### config.mk
export PLATFORM = sky130hd
export DESIGN_NAME = sram_io_ctrl_flat
export DESIGN_NICKNAME = d
export VERILOG_FILES = /design/src/design/sram_cfg_pkg.sv /design/src/design/sram_op_pkg.sv /design/src/design/sram_if.sv /design/src/design/sram_io_ctrl.sv /design/src/flat_wrapper.sv
export SDC_FILE = /design/constraint.sdc
export NUM_CORES = 1
export LEC_CHECK = 0
export BUFFER_PORTS_ARGS = -buffer_cell sky130_fd_sc_hd__buf_4
export CORE_UTILIZATION = 29
export CTS_CLUSTER_DIAMETER = 200
export DETAILED_ROUTE_END_ITERATION = 6
export GPL_TIMING_DRIVEN = 0
export PLACE_DENSITY = 0.61
export SYNTH_ARGS = -nofsm -noshare
export SYNTH_HDL_FRONTEND = slang
export SYNTH_SLANG_ARGS = --single-unit
export TNS_END_PERCENT = 20
### constraint.sdc
create_clock -name clk -period 2.05 [get_ports clk]
set_input_delay 0.1025 -clock clk [delete_from_list [all_inputs] [get_ports clk]]
set_output_delay 0.1025 -clock clk [all_outputs]
set_load 0.01 [all_outputs]
### src/design/sram_cfg_pkg.sv
package sram_cfg_pkg;

  // *************************************************************************
  // SRAM pin widths
  // *************************************************************************

  localparam int sram_addr_width = 16;  // 64K locations.
  localparam int sram_data_width = 8;   // One byte per access.
  localparam int sram_strb_width = 1;   // One strobe per byte.

  // *************************************************************************
  // Command tag and response FIFO
  // *************************************************************************

  localparam int sram_meta_width = 4;   // Tag handed back with each response.

  localparam int resp_depth = 4;
  localparam int resp_cnt_width = 3;    // Holds 0 up to resp_depth.

  // Pointers index the entries, one bit less than the counters.
  localparam int resp_ptr_width = resp_cnt_width - 1;

endpackage

### src/design/sram_op_pkg.sv
package sram_op_pkg;

  // *************************************************************************
  // Access opcode
  // *************************************************************************

  typedef enum logic {
    sram_op_read  = 1'b0,
    sram_op_write = 1'b1
  } sram_op_e;

  // *************************************************************************
  // Sequencer states
  // *************************************************************************

  // Every access is one active cycle followed by one recovery cycle.
  typedef enum logic [1:0] {
    st_idle    = 2'd0,
    st_write   = 2'd1,  // we_n low when the strobe is set.
    st_read    = 2'd2,  // oe_n low, data sampled at the end.
    st_recover = 2'd3   // Pins released, next command may transfer.
  } io_state_e;

endpackage

### src/design/sram_if.sv
// Command path from the skid buffer to the sequencer.
interface sram_cmd_if;

  logic                                       valid;
  logic                                       ready;
  sram_op_pkg::sram_op_e                      op;
  logic [sram_cfg_pkg::sram_addr_width-1:0]   addr;
  logic [sram_cfg_pkg::sram_data_width-1:0]   wr_data;
  logic [sram_cfg_pkg::sram_strb_width-1:0]   wr_strb;
  logic [sram_cfg_pkg::sram_meta_width-1:0]   meta;
  logic                                       last;

  modport src (output valid, op, addr, wr_data, wr_strb, meta, last, input ready);
  modport dst (input valid, op, addr, wr_data, wr_strb, meta, last, output ready);

endinterface

// Response path from the sequencer to the response FIFO.
interface sram_resp_if;

  logic                                       grant;    // A FIFO slot is free.
  logic                                       reserve;  // Claims a slot at transfer.
  logic                                       push;
  logic [sram_cfg_pkg::sram_meta_width-1:0]   meta;
  logic                                       last;
  logic [sram_cfg_pkg::sram_data_width-1:0]   rd_data;

  modport ctrl (input grant, output reserve, push, meta, last, rd_data);
  modport fifo (output grant, input reserve, push, meta, last, rd_data);

endinterface

### src/design/sram_io_ctrl.sv
module sram_io_ctrl (
  input  logic                                     clk,
  input  logic                                     rst_n,
  sram_cmd_if.dst                                  cmd,
  sram_resp_if.ctrl                                resp,
  output logic [sram_cfg_pkg::sram_addr_width-1:0] sram_addr,
  output logic [sram_cfg_pkg::sram_data_width-1:0] sram_wr_data,
  input  logic [sram_cfg_pkg::sram_data_width-1:0] sram_rd_data,
  output logic                                     sram_data_oe,
  output logic                                     sram_we_n,
  output logic                                     sram_oe_n,
  output logic                                     sram_ce_n
);

  sram_op_pkg::io_state_e                   state;
  logic                                     accept_ok;
  logic                                     cmd_fire;
  logic                                     cmd_is_write;
  logic [sram_cfg_pkg::sram_meta_width-1:0] meta_q;
  logic                                     last_q;

  // *************************************************************************
  // Command acceptance
  // *************************************************************************

  // Accept only outside an active cycle and only with a FIFO slot free.
  assign accept_ok = (state == sram_op_pkg::st_idle) ||
                     (state == sram_op_pkg::st_recover);

  assign cmd.ready    = accept_ok && resp.grant;
  assign cmd_fire     = cmd.valid && cmd.ready;
  assign cmd_is_write = (cmd.op == sram_op_pkg::sram_op_write);

  // *************************************************************************
  // Access FSM and pin control
  // *************************************************************************

  always_ff @(posedge clk) begin
    if (!rst_n) begin
      state        <= sram_op_pkg::st_idle;
      sram_we_n    <= 1'b1;
      sram_oe_n    <= 1'b1;
      sram_data_oe <= 1'b0;
    end else begin
      sram_we_n    <= 1'b1;
      sram_oe_n    <= 1'b1;
      sram_data_oe <= (state == sram_op_pkg::st_write);  // Hold the bus into recovery.
      case (state)
        sram_op_pkg::st_idle,
        sram_op_pkg::st_recover: begin
          if (cmd_fire && cmd_is_write) begin
            state        <= sram_op_pkg::st_write;
            sram_we_n    <= !(|cmd.wr_strb);  // A cleared strobe leaves memory untouched.
            sram_data_oe <= 1'b1;
          end else if (cmd_fire) begin
            state     <= sram_op_pkg::st_read;
            sram_oe_n <= 1'b0;
          end else begin
            state <= sram_op_pkg::st_idle;
          end
        end
        sram_op_pkg::st_write,
        sram_op_pkg::st_read: begin
          state <= sram_op_pkg::st_recover;
        end
        default: begin
          state <= sram_op_pkg::st_idle;
        end
      endcase
    end
  end

  // Address and data only move on a transfer, so they are steady while we_n is low.
  always_ff @(posedge clk) begin
    if (cmd_fire) begin
      sram_addr    <= cmd.addr;
      sram_wr_data <= cmd.wr_data;
      meta_q       <= cmd.meta;
      last_q       <= cmd.last;
    end
  end

  // Power-down is not supported, the chip stays selected.
  assign sram_ce_n = 1'b0;

  // *************************************************************************
  // Response side
  // *************************************************************************

  assign resp.reserve = cmd_fire;

  // The FIFO stores at the end of the active cycle, which samples the read data.
  assign resp.push = (state == sram_op_pkg::st_write) ||
                     (state == sram_op_pkg::st_read);
  assign resp.meta = meta_q;
  assign resp.last = last_q;
  assign resp.rd_data = (state == sram_op_pkg::st_read) ? sram_rd_data : '0;

endmodule

### src/flat_wrapper.sv
// flat-port wrapper written by rule: the top's interface ports become plain ports
module sram_io_ctrl_flat 
  (clk, rst_n, sram_addr, sram_wr_data, sram_rd_data, sram_data_oe, sram_we_n, sram_oe_n, sram_ce_n, cmd_valid, cmd_op, cmd_addr, cmd_wr_data, cmd_wr_strb, cmd_meta, cmd_last, cmd_ready, resp_grant, resp_reserve, resp_push, resp_meta, resp_last, resp_rd_data);
  sram_cmd_if cmd_i ();
  sram_resp_if resp_i ();
  input  logic clk;
  input  logic rst_n;
  output logic [sram_cfg_pkg::sram_addr_width-1:0] sram_addr;
  output logic [sram_cfg_pkg::sram_data_width-1:0] sram_wr_data;
  input  logic [sram_cfg_pkg::sram_data_width-1:0] sram_rd_data;
  output logic sram_data_oe;
  output logic sram_we_n;
  output logic sram_oe_n;
  output logic sram_ce_n;
  input wire logic [$bits(cmd_i.valid)-1:0] cmd_valid;
  input wire logic [$bits(cmd_i.op)-1:0] cmd_op;
  input wire logic [$bits(cmd_i.addr)-1:0] cmd_addr;
  input wire logic [$bits(cmd_i.wr_data)-1:0] cmd_wr_data;
  input wire logic [$bits(cmd_i.wr_strb)-1:0] cmd_wr_strb;
  input wire logic [$bits(cmd_i.meta)-1:0] cmd_meta;
  input wire logic [$bits(cmd_i.last)-1:0] cmd_last;
  output wire logic [$bits(cmd_i.ready)-1:0] cmd_ready;
  input wire logic [$bits(resp_i.grant)-1:0] resp_grant;
  output wire logic [$bits(resp_i.reserve)-1:0] resp_reserve;
  output wire logic [$bits(resp_i.push)-1:0] resp_push;
  output wire logic [$bits(resp_i.meta)-1:0] resp_meta;
  output wire logic [$bits(resp_i.last)-1:0] resp_last;
  output wire logic [$bits(resp_i.rd_data)-1:0] resp_rd_data;
  assign cmd_i.valid = cmd_valid;
  assign cmd_i.op = cmd_op;
  assign cmd_i.addr = cmd_addr;
  assign cmd_i.wr_data = cmd_wr_data;
  assign cmd_i.wr_strb = cmd_wr_strb;
  assign cmd_i.meta = cmd_meta;
  assign cmd_i.last = cmd_last;
  assign cmd_ready = cmd_i.ready;
  assign resp_i.grant = resp_grant;
  assign resp_reserve = resp_i.reserve;
  assign resp_push = resp_i.push;
  assign resp_meta = resp_i.meta;
  assign resp_last = resp_i.last;
  assign resp_rd_data = resp_i.rd_data;
  sram_io_ctrl u_core (.clk(clk), .rst_n(rst_n), .cmd(cmd_i), .resp(resp_i), .sram_addr(sram_addr), .sram_wr_data(sram_wr_data), .sram_rd_data(sram_rd_data), .sram_data_oe(sram_data_oe), .sram_we_n(sram_we_n), .sram_oe_n(sram_oe_n), .sram_ce_n(sram_ce_n));
endmodule
# After elaboration in Yosys (flattened, before gate mapping)
# Cells that the tools add are included.
# word_totals
ff_bits,34
output_inout_bits,44
word_cells,31
input_bits,43
# op_classes
muxes,7
n_eq_ne,3
bitwise_logic,2
n_reduce_logical,11
# ops
op,n
8-bit 2-to-1 mux,1
"2-bit equality test, second input constant",2
2-bit 2-to-1 mux,2
2-bit one-hot mux with 2 select lines,1
2-bit OR reduction,2
1-bit logical AND,3
1-bit 2-to-1 mux,3
3-bit AND reduction,1
3-bit OR reduction,1
"2-bit by 1-bit equality test with 1-bit output, second input constant",1
2-bit logical NOT,1
1-bit logical OR,2
1-bit inverter,2
1-bit logical NOT,1

# Longest topological paths before layout
# Gate-level depths: netlist of the first run.
# logic_depth
word_depth,7
ltp_mapped,4
mapped_depth_nobuf,4

# Worst setup path before layout of the first run
# OpenSTA, ideal clock, no wires.
# synth_timing
path_kind,register to register
from,register u_core.state[0]
to,"register u_core.last_q, in the netlist u_core.resp.last, enable pin"
setup_ns,0.343
path_slack_ns,0.622
path_stages_with_launch,4
period_less_slack_ns,1.428
n_path_buf,0
required_time_ns,1.707
t_arrival_ns,1.084
path_cell_list,dfxtp_1 > inv_1 > ha_1 > and3_4
# synth_via
elab_chain_cells,4
word_cells_on_any_way,5
classes_between,eq/ne (1); reduce/logical (4)
# synth_rtl
item,line,text
start: declaration,sram_io_ctrl.sv:15,sram_op_pkg::io_state_e state;
start signal: assignment,sram_io_ctrl.sv:40,state <= sram_op_pkg::st_idle;
start signal: assignment,sram_io_ctrl.sv:52,state <= sram_op_pkg::st_write;
start signal: assignment,sram_io_ctrl.sv:56,state <= sram_op_pkg::st_read;
2-bit equality test / 2-bit logical NOT (equally long branches),"sram_io_ctrl.sv:28, sram_io_ctrl.sv:27",
1-bit logical OR *,sram_io_ctrl.sv:27,assign accept_ok = (state == sram_op_pkg::st_idle) ||
1-bit logical AND *,sram_io_ctrl.sv:30,assign cmd.ready = accept_ok && resp.grant;
1-bit logical AND *,sram_io_ctrl.sv:31,assign cmd_fire = cmd.valid && cmd.ready;
via resp_reserve,flat_wrapper.sv:24,output wire logic [$bits(resp_i.reserve)-1:0] resp_reserve;
end signal: assignment,sram_io_ctrl.sv:79,last_q <= cmd.last;
end: declaration,sram_io_ctrl.sv:20,logic last_q;
# The timed path passes the listed nets; every way through them passes the cells marked *.
# A chain may end at the register's enable or synchronous reset.

# Worst setup path after layout of the first run
# layout_timing
from,register u_core.state[0]
to,output resp_reserve
# layout_via
elab_chain_cells,4
word_cells_on_any_way,5
classes_between,eq/ne (1); reduce/logical (4)
# layout_rtl
item,line
2-bit equality test / 2-bit logical NOT (equally long branches),"sram_io_ctrl.sv:28, sram_io_ctrl.sv:27"
1-bit logical OR *,sram_io_ctrl.sv:27
1-bit logical AND *,sram_io_ctrl.sv:30
1-bit logical AND *,sram_io_ctrl.sv:31
end: declaration,flat_wrapper.sv:24
# Every way passes the cells marked *; elsewhere a longest branch is shown, timed or not.

==> run metrics, run 1 <==
Clock Latency Late Sink 0.28 ns; Synth Instances 59; Starting Density 0.308; Placed Area 1840 um^2; static leakage 0.000962 uW; total CTS buffers 5; worst r2r path cells 3; Worst Setup Start Kind flip-flop; Max Cap Violations 0; Hold Crit Depth 2; antenna cells 0; Worst Hold End u_core.sram_we_n; Worst Hold Class input port to flip-flop; Vias 914; period utilization 0.881; DR iter-0 viols 40; most frequent cells in the layout 86 x buf_4, 29 x dlygate4sd3_1, 29 x edfxtp_1; Final TNS setup 0 ns; Required @ worst endpoint 1.95 ns; max-slew violations 0; Cell Area, Synth 1140 um^2; Critical Path Fanout Max 32; GRT Total Usage 0.152; sinks on the clock net 34; routed wire length 2.93 mm; global-route wire length before repair 4.46 mm; Final Critical Period 1.81 ns; Mean Syn Cell Area 19.4 um^2; Pre-antenna DRT Iters 4; Worst R2R Start u_core.state[0]; setup slack, reg-to-reg 0.48 ns; largest net degree at the start of global routing 33; Die Span Y 64.8 um; fmax 554 MHz; # nets final 225; Synthesized Nets 104; number of vias per cell 3.99; Routability Congestion 0.690; Synth-to-Final Area Change 93.9%; RSZ-0062 raised after global routing no; grt total ovfl 0; Worst Path Class, Setup flip-flop to output pin; Final Cell Area 2220 um^2; worst vdd ir 0.362 mV; FP Rows 22; WP data arrival 1.70 ns; clock slew at reported path FFs 0.06 ns; CTS tree done; Syn. warnings 0; min-delay src cmd_wr_strb; outcome finished, final reports clean; Pwr per Cell Area 790 nW/um^2; port bufs 85; core box area 3720 um^2; FF+latch count, synth 34; share of layout cells above drive strength 1 0.525; DP HPWL 1.90 mm; vias in the first global route 901; unique cell type count in the Yosys netlist 15; I/O pins 87; register area share after synthesis 0.849; drt drc 0; Clock Tree Root clkbuf_8; most common cell after layout, fill and taps aside buf_4; crit end category output pin; fillers 293; initial antenna violation count 0; die span in x 64.8 um; DRT antenna net count 0; Final Skew 0.00494 ns; Die Footprint 4200 um^2; final hold vios 0; CTS Buffer Depth 2; # setup viols final 0; FF-to-FF End u_core.sram_wr_data[5]; drt wl/cell 12.8 um; H-tree Lvls 2
-- worst max path at each step --
| stage | from | endpoint | slack (ns) | depth (start not counted) |
|---|---|---|---|---|
| 6_report | u_core.state[0] | resp_reserve | 0.24 | 4 |
| 3_5_place_dp | u_core.state[0] | u_core.sram_addr[2] | 0.47 | 3 |
| 2_1_floorplan | u_core.state[0] | u_core.resp.last | 0.62 | 3 |
| 5_1_grt | u_core.state[0] | resp_reserve | 0.10 | 4 |
| 4_1_cts | u_core.state[0] | resp_reserve | 0.21 | 4 |
| 3_3_place_gp | u_core.state[0] | u_core.sram_addr[9] | 0.49 | 3 |
-- sequential cells by signal, summed over array words and instances (netlist names) --
signal / flops
u_core.sram_addr: 16
u_core.sram_wr_data: 8
u_core.resp.meta: 4
u_core.state: 2
u_core.resp.last: 1
u_core.sram_data_oe: 1
u_core.sram_oe_n: 1
u_core.sram_we_n: 1
-- where the power goes --
group / switching, uW / internal, uW / total (uW)
combinational: 185 / 240 / 425
sequential: 21.8 / 840 / 862
clock: 233 / 232 / 465
total: 439 / 1310 / 1750
-- synthesized netlist by cell type --
cell      number  area share
dfxtp_1        5       0.088
inv_1          3      0.0098
nor2b_1        1      0.0055
nand3b_1       2       0.013
nand3_1        1      0.0044
buf_4          1      0.0066
and3_4         1      0.0098
nand4_1        1      0.0055
and2_2         1      0.0066
edfxtp_1      29        0.76
conb_1         1      0.0033
ha_1           2       0.022
and2_1         8       0.044
a41oi_1        1      0.0077
a21boi_0       2       0.013
-- metrics by stage --
stage | setup slack [ns] | power [uW] | util | cells | hold WS, ns
final | 0.244 | 1750 | 0.597 | 229 | 0.0370
after global routing | 0.103 | 1850 | 0.597 | 229 | 0.0250
after CTS | 0.214 | 1780 | 0.597 | 229 | 0.0294
after detailed placement | 0.469 | 1260 | 0.496 | 192 | 0.282
after global placement | 0.494 | 1250 | 0.496 | 192 | 0.281
after floorplan | 0.622 | 1030 | - | 59 | 0.176
-- metal layers --
metal / vias up / GRT usage / part of all wire
met5: - / 0 / 0
met4: 0 / 0.0667 / 0.014
met3: 5 / 0.0651 / 0.092
met2: 53 / 0.270 / 0.52
met1: 402 / 0.154 / 0.38
li1: 454 / - / -
-- logic make-up (layout without fill, tap and decap cells) --
family                     after synthesis  in the layout  share of synthesized area
AOI/OAI and AO/OA                        3              3                     0.0208
adders and majority gates                2              2                     0.0219
buffers and inverters                    4            126                     0.0164
DFF                                     34             34                      0.849
other                                    1              1                    0.00328
and+or+nand+nor                         15             15                     0.0886
-- cell type report --
cell class / count / area, um^2 / share of cell area
Sequential cell: 34 / 971 / 0.438
Clock inverter: 3 / 16.3 / 0.00734
Tap cell: 48 / 60.1 / 0.0271
Multi-Input combinational cell: 21 / 154 / 0.0694
Clock buffer: 5 / 68.8 / 0.0310
Inverter: 3 / 11.3 / 0.00508
Timing Repair Buffer: 114 / 928 / 0.419
Buffer: 1 / 7.51 / 0.00339
-- repair_timing --
item,CTS,global route
buffers inserted,0,0
hold endpoints to repair,29,0
hold buffers,29,0
gates resized for setup,0,0
-- worst max-delay path: stages (launching register included) --
cell	delay (ns)
dfxtp_1	0.33
inv_1	0.05
ha_1	0.35
and3_4	0.49
buf_4	0.20
(Power assumes the default switching activity.)
==> inputs of run 2 (changes only) <==
Settings changed: BUFFER_PORTS_ARGS -buffer_cell sky130_fd_sc_hd__buf_4 to unset, DONT_BUFFER_PORTS set to 1, PLACE_DENSITY 0.61 to 0.43.
==> run 2 against run 1 <==
Die area unchanged. Total power fell by 1.9%. First-iteration DRC count grew 38%. Core utilization shrank 15 points. Sequential cell count stayed put.
==> run metrics, run 2 (same netlist as run 1, synthesis figures left out) <==
initial antenna violation count 0 (unchanged); largest net degree at the start of global routing 33 (unchanged); drt wl/cell 14.5 um (was 12.8 um); Starting Density 0.308 (unchanged); I/O pins 87 (unchanged); global-route wire length before repair 3.04 mm (was 4.46 mm); setup bufs post-CTS 0 (unchanged); Final TNS setup 0 ns (unchanged); total CTS buffers 5 (unchanged); max incr delay on CP 0.49 ns (about the same); # setup viols final 0 (unchanged); Pwr per Cell Area 1030 nW/um^2 (was 790 nW/um^2); CTS tree done (unchanged); DRT antenna net count 0 (unchanged); worst-path cell with the longest stage delay and3_4 (unchanged); Placed Area 1200 um^2 (was 1840 um^2); Clock Latency Late Sink 0.28 ns (about the same); Die Footprint 4200 um^2 (unchanged); Vias 641 (was 914); crit-path cells inv_1, ha_1, and3_4 (was inv_1, ha_1, and3_4, buf_4); Post-CTS Resized 0 (unchanged); vias in the first global route 672 (was 901); WP data arrival 1.52 ns (was 1.70 ns); Critical Path Fanout Max 32 (unchanged); H-tree Lvls 2 (unchanged); DR iter-0 viols 55 (was 40); outcome finished, final reports clean (unchanged); Die Span Y 64.8 um (unchanged); drt drc 0 (unchanged); sinks on the clock net 34 (unchanged); max reg flops 16 (unchanged); most common cell after layout, fill and taps aside dlygate4sd3_1 (was buf_4); area of the multi-input gates 154 um^2 (unchanged); Clock Tree Root clkbuf_8 (unchanged); RSZ-0062 raised after global routing no (unchanged); register area 971 um^2 (unchanged); Final Critical Period 1.63 ns (was 1.81 ns); Required @ worst endpoint 1.95 ns (about the same); Worst Path Class, Setup flip-flop to output pin (unchanged); GRT Total Usage 0.105 (was 0.152); final hold vios 0 (unchanged); FP Rows 22 (unchanged); crit end category output pin (unchanged); max-slew violations 0 (unchanged); Pre-antenna DRT Iters 4 (unchanged); grt total ovfl 0 (unchanged); CTS Buffer Depth 2 (unchanged); worst path bufs/invs 1 (was 2); clock slew at reported path FFs 0.07 ns (was 0.06 ns); core box area 3720 um^2 (unchanged); fmax 615 MHz (was 554 MHz); port bufs 0 (was 85); die span in x 64.8 um (unchanged); CP top delay family simple AND/OR/NAND/NOR gates (unchanged); antenna cells 0 (unchanged); most frequent cells in the layout 35 x dlygate4sd3_1, 29 x edfxtp_1, 8 x and2_1 (was 86 x buf_4, 29 x dlygate4sd3_1, 29 x edfxtp_1); number of vias per cell 4.27 (was 3.99); # nets final 146 (was 225); Routability Congestion 0.625 (was 0.690); Worst Setup Start Kind flip-flop (unchanged); period utilization 0.794 (was 0.881); Final Cell Area 1670 um^2 (was 2220 um^2); Worst Hold Class input port to flip-flop (unchanged); Final Skew 0.00402 ns (was 0.00494 ns); static leakage 0.000589 uW (was 0.000962 uW); Synth-to-Final Area Change 46.1% (was 93.9%); Max Cap Violations 0 (unchanged); fillers 355 (was 293); worst vdd ir 0.447 mV (was 0.362 mV); Reg with most FFs u_core.sram_addr (unchanged); share of layout cells above drive strength 1 0.0980 (was 0.525); routed wire length 2.18 mm (was 2.93 mm)
run 2: area by class of cell:
type / count / area share
Clock buffer: 7 / 0.0517
Multi-Input combinational cell: 21 / 0.0921
Sequential cell: 34 / 0.581
Tap cell: 48 / 0.0360
Inverter: 3 / 0.00674
Buffer: 1 / 0.00449
Timing Repair Buffer: 35 / 0.210
Clock inverter: 1 / 0.0180
run 2: worst reg2reg max path, stage by stage, from the launching register on:
cell and delay (ns):
dfxtp_1 0.33, inv_1 0.05, ha_1 0.35, and3_4 0.49
run 2: layer usage:
layer | routed length (um) | vias up | GRT usage
li1 | - | 296 | -
met2 | 1110 | 50 | 0.174
met5 | 0 | - | 0
met1 | 839 | 292 | 0.107
met3 | 199 | 3 | 0.0370
met4 | 32 | 0 | 0.0833
run 2: report_power, final:
group          leakage, uW  total, uW  switching (uW)  internal, uW
clock            0.0000585        621             225           396
combinational     0.000221        197             110          86.9
sequential        0.000309        899            55.9           844
total             0.000589       1720             391          1330
run 2: path summary, 6_finish.rpt:
path                          to  slack, ns  cells past startpoint       startpoint
max                 resp_reserve       0.42                      3  u_core.state[0]
min              u_core.state[1]       0.01                      2           cmd_op
max reg2reg  u_core.resp.meta[2]       0.45                      3  u_core.state[0]
min reg2reg      u_core.state[1]       0.68                      2  u_core.state[1]
run 2: through the flow:
| step | instances | setup slack, ns | power [uW] | hold WS (ns) | utilization |
|---|---|---|---|---|---|
| after floorplan | 59 | 0.622 | 1030 | 0.176 | - |
| after global placement | 107 | 0.478 | 1060 | 0.181 | 0.324 |
| after detailed placement | 107 | 0.444 | 1060 | 0.188 | 0.324 |
| after CTS | 150 | 0.392 | 1750 | 0.00423 | 0.449 |
| after global routing | 150 | 0.314 | 1790 | 0.00386 | 0.449 |
| final | 150 | 0.423 | 1720 | 0.0144 | 0.449 |
run 2: timing repair:
action / 4_1_cts / 5_1_grt
setup endpoints to repair: 0 / 0
hold buffers: 35 / 0
hold endpoints to repair: 34 / 0
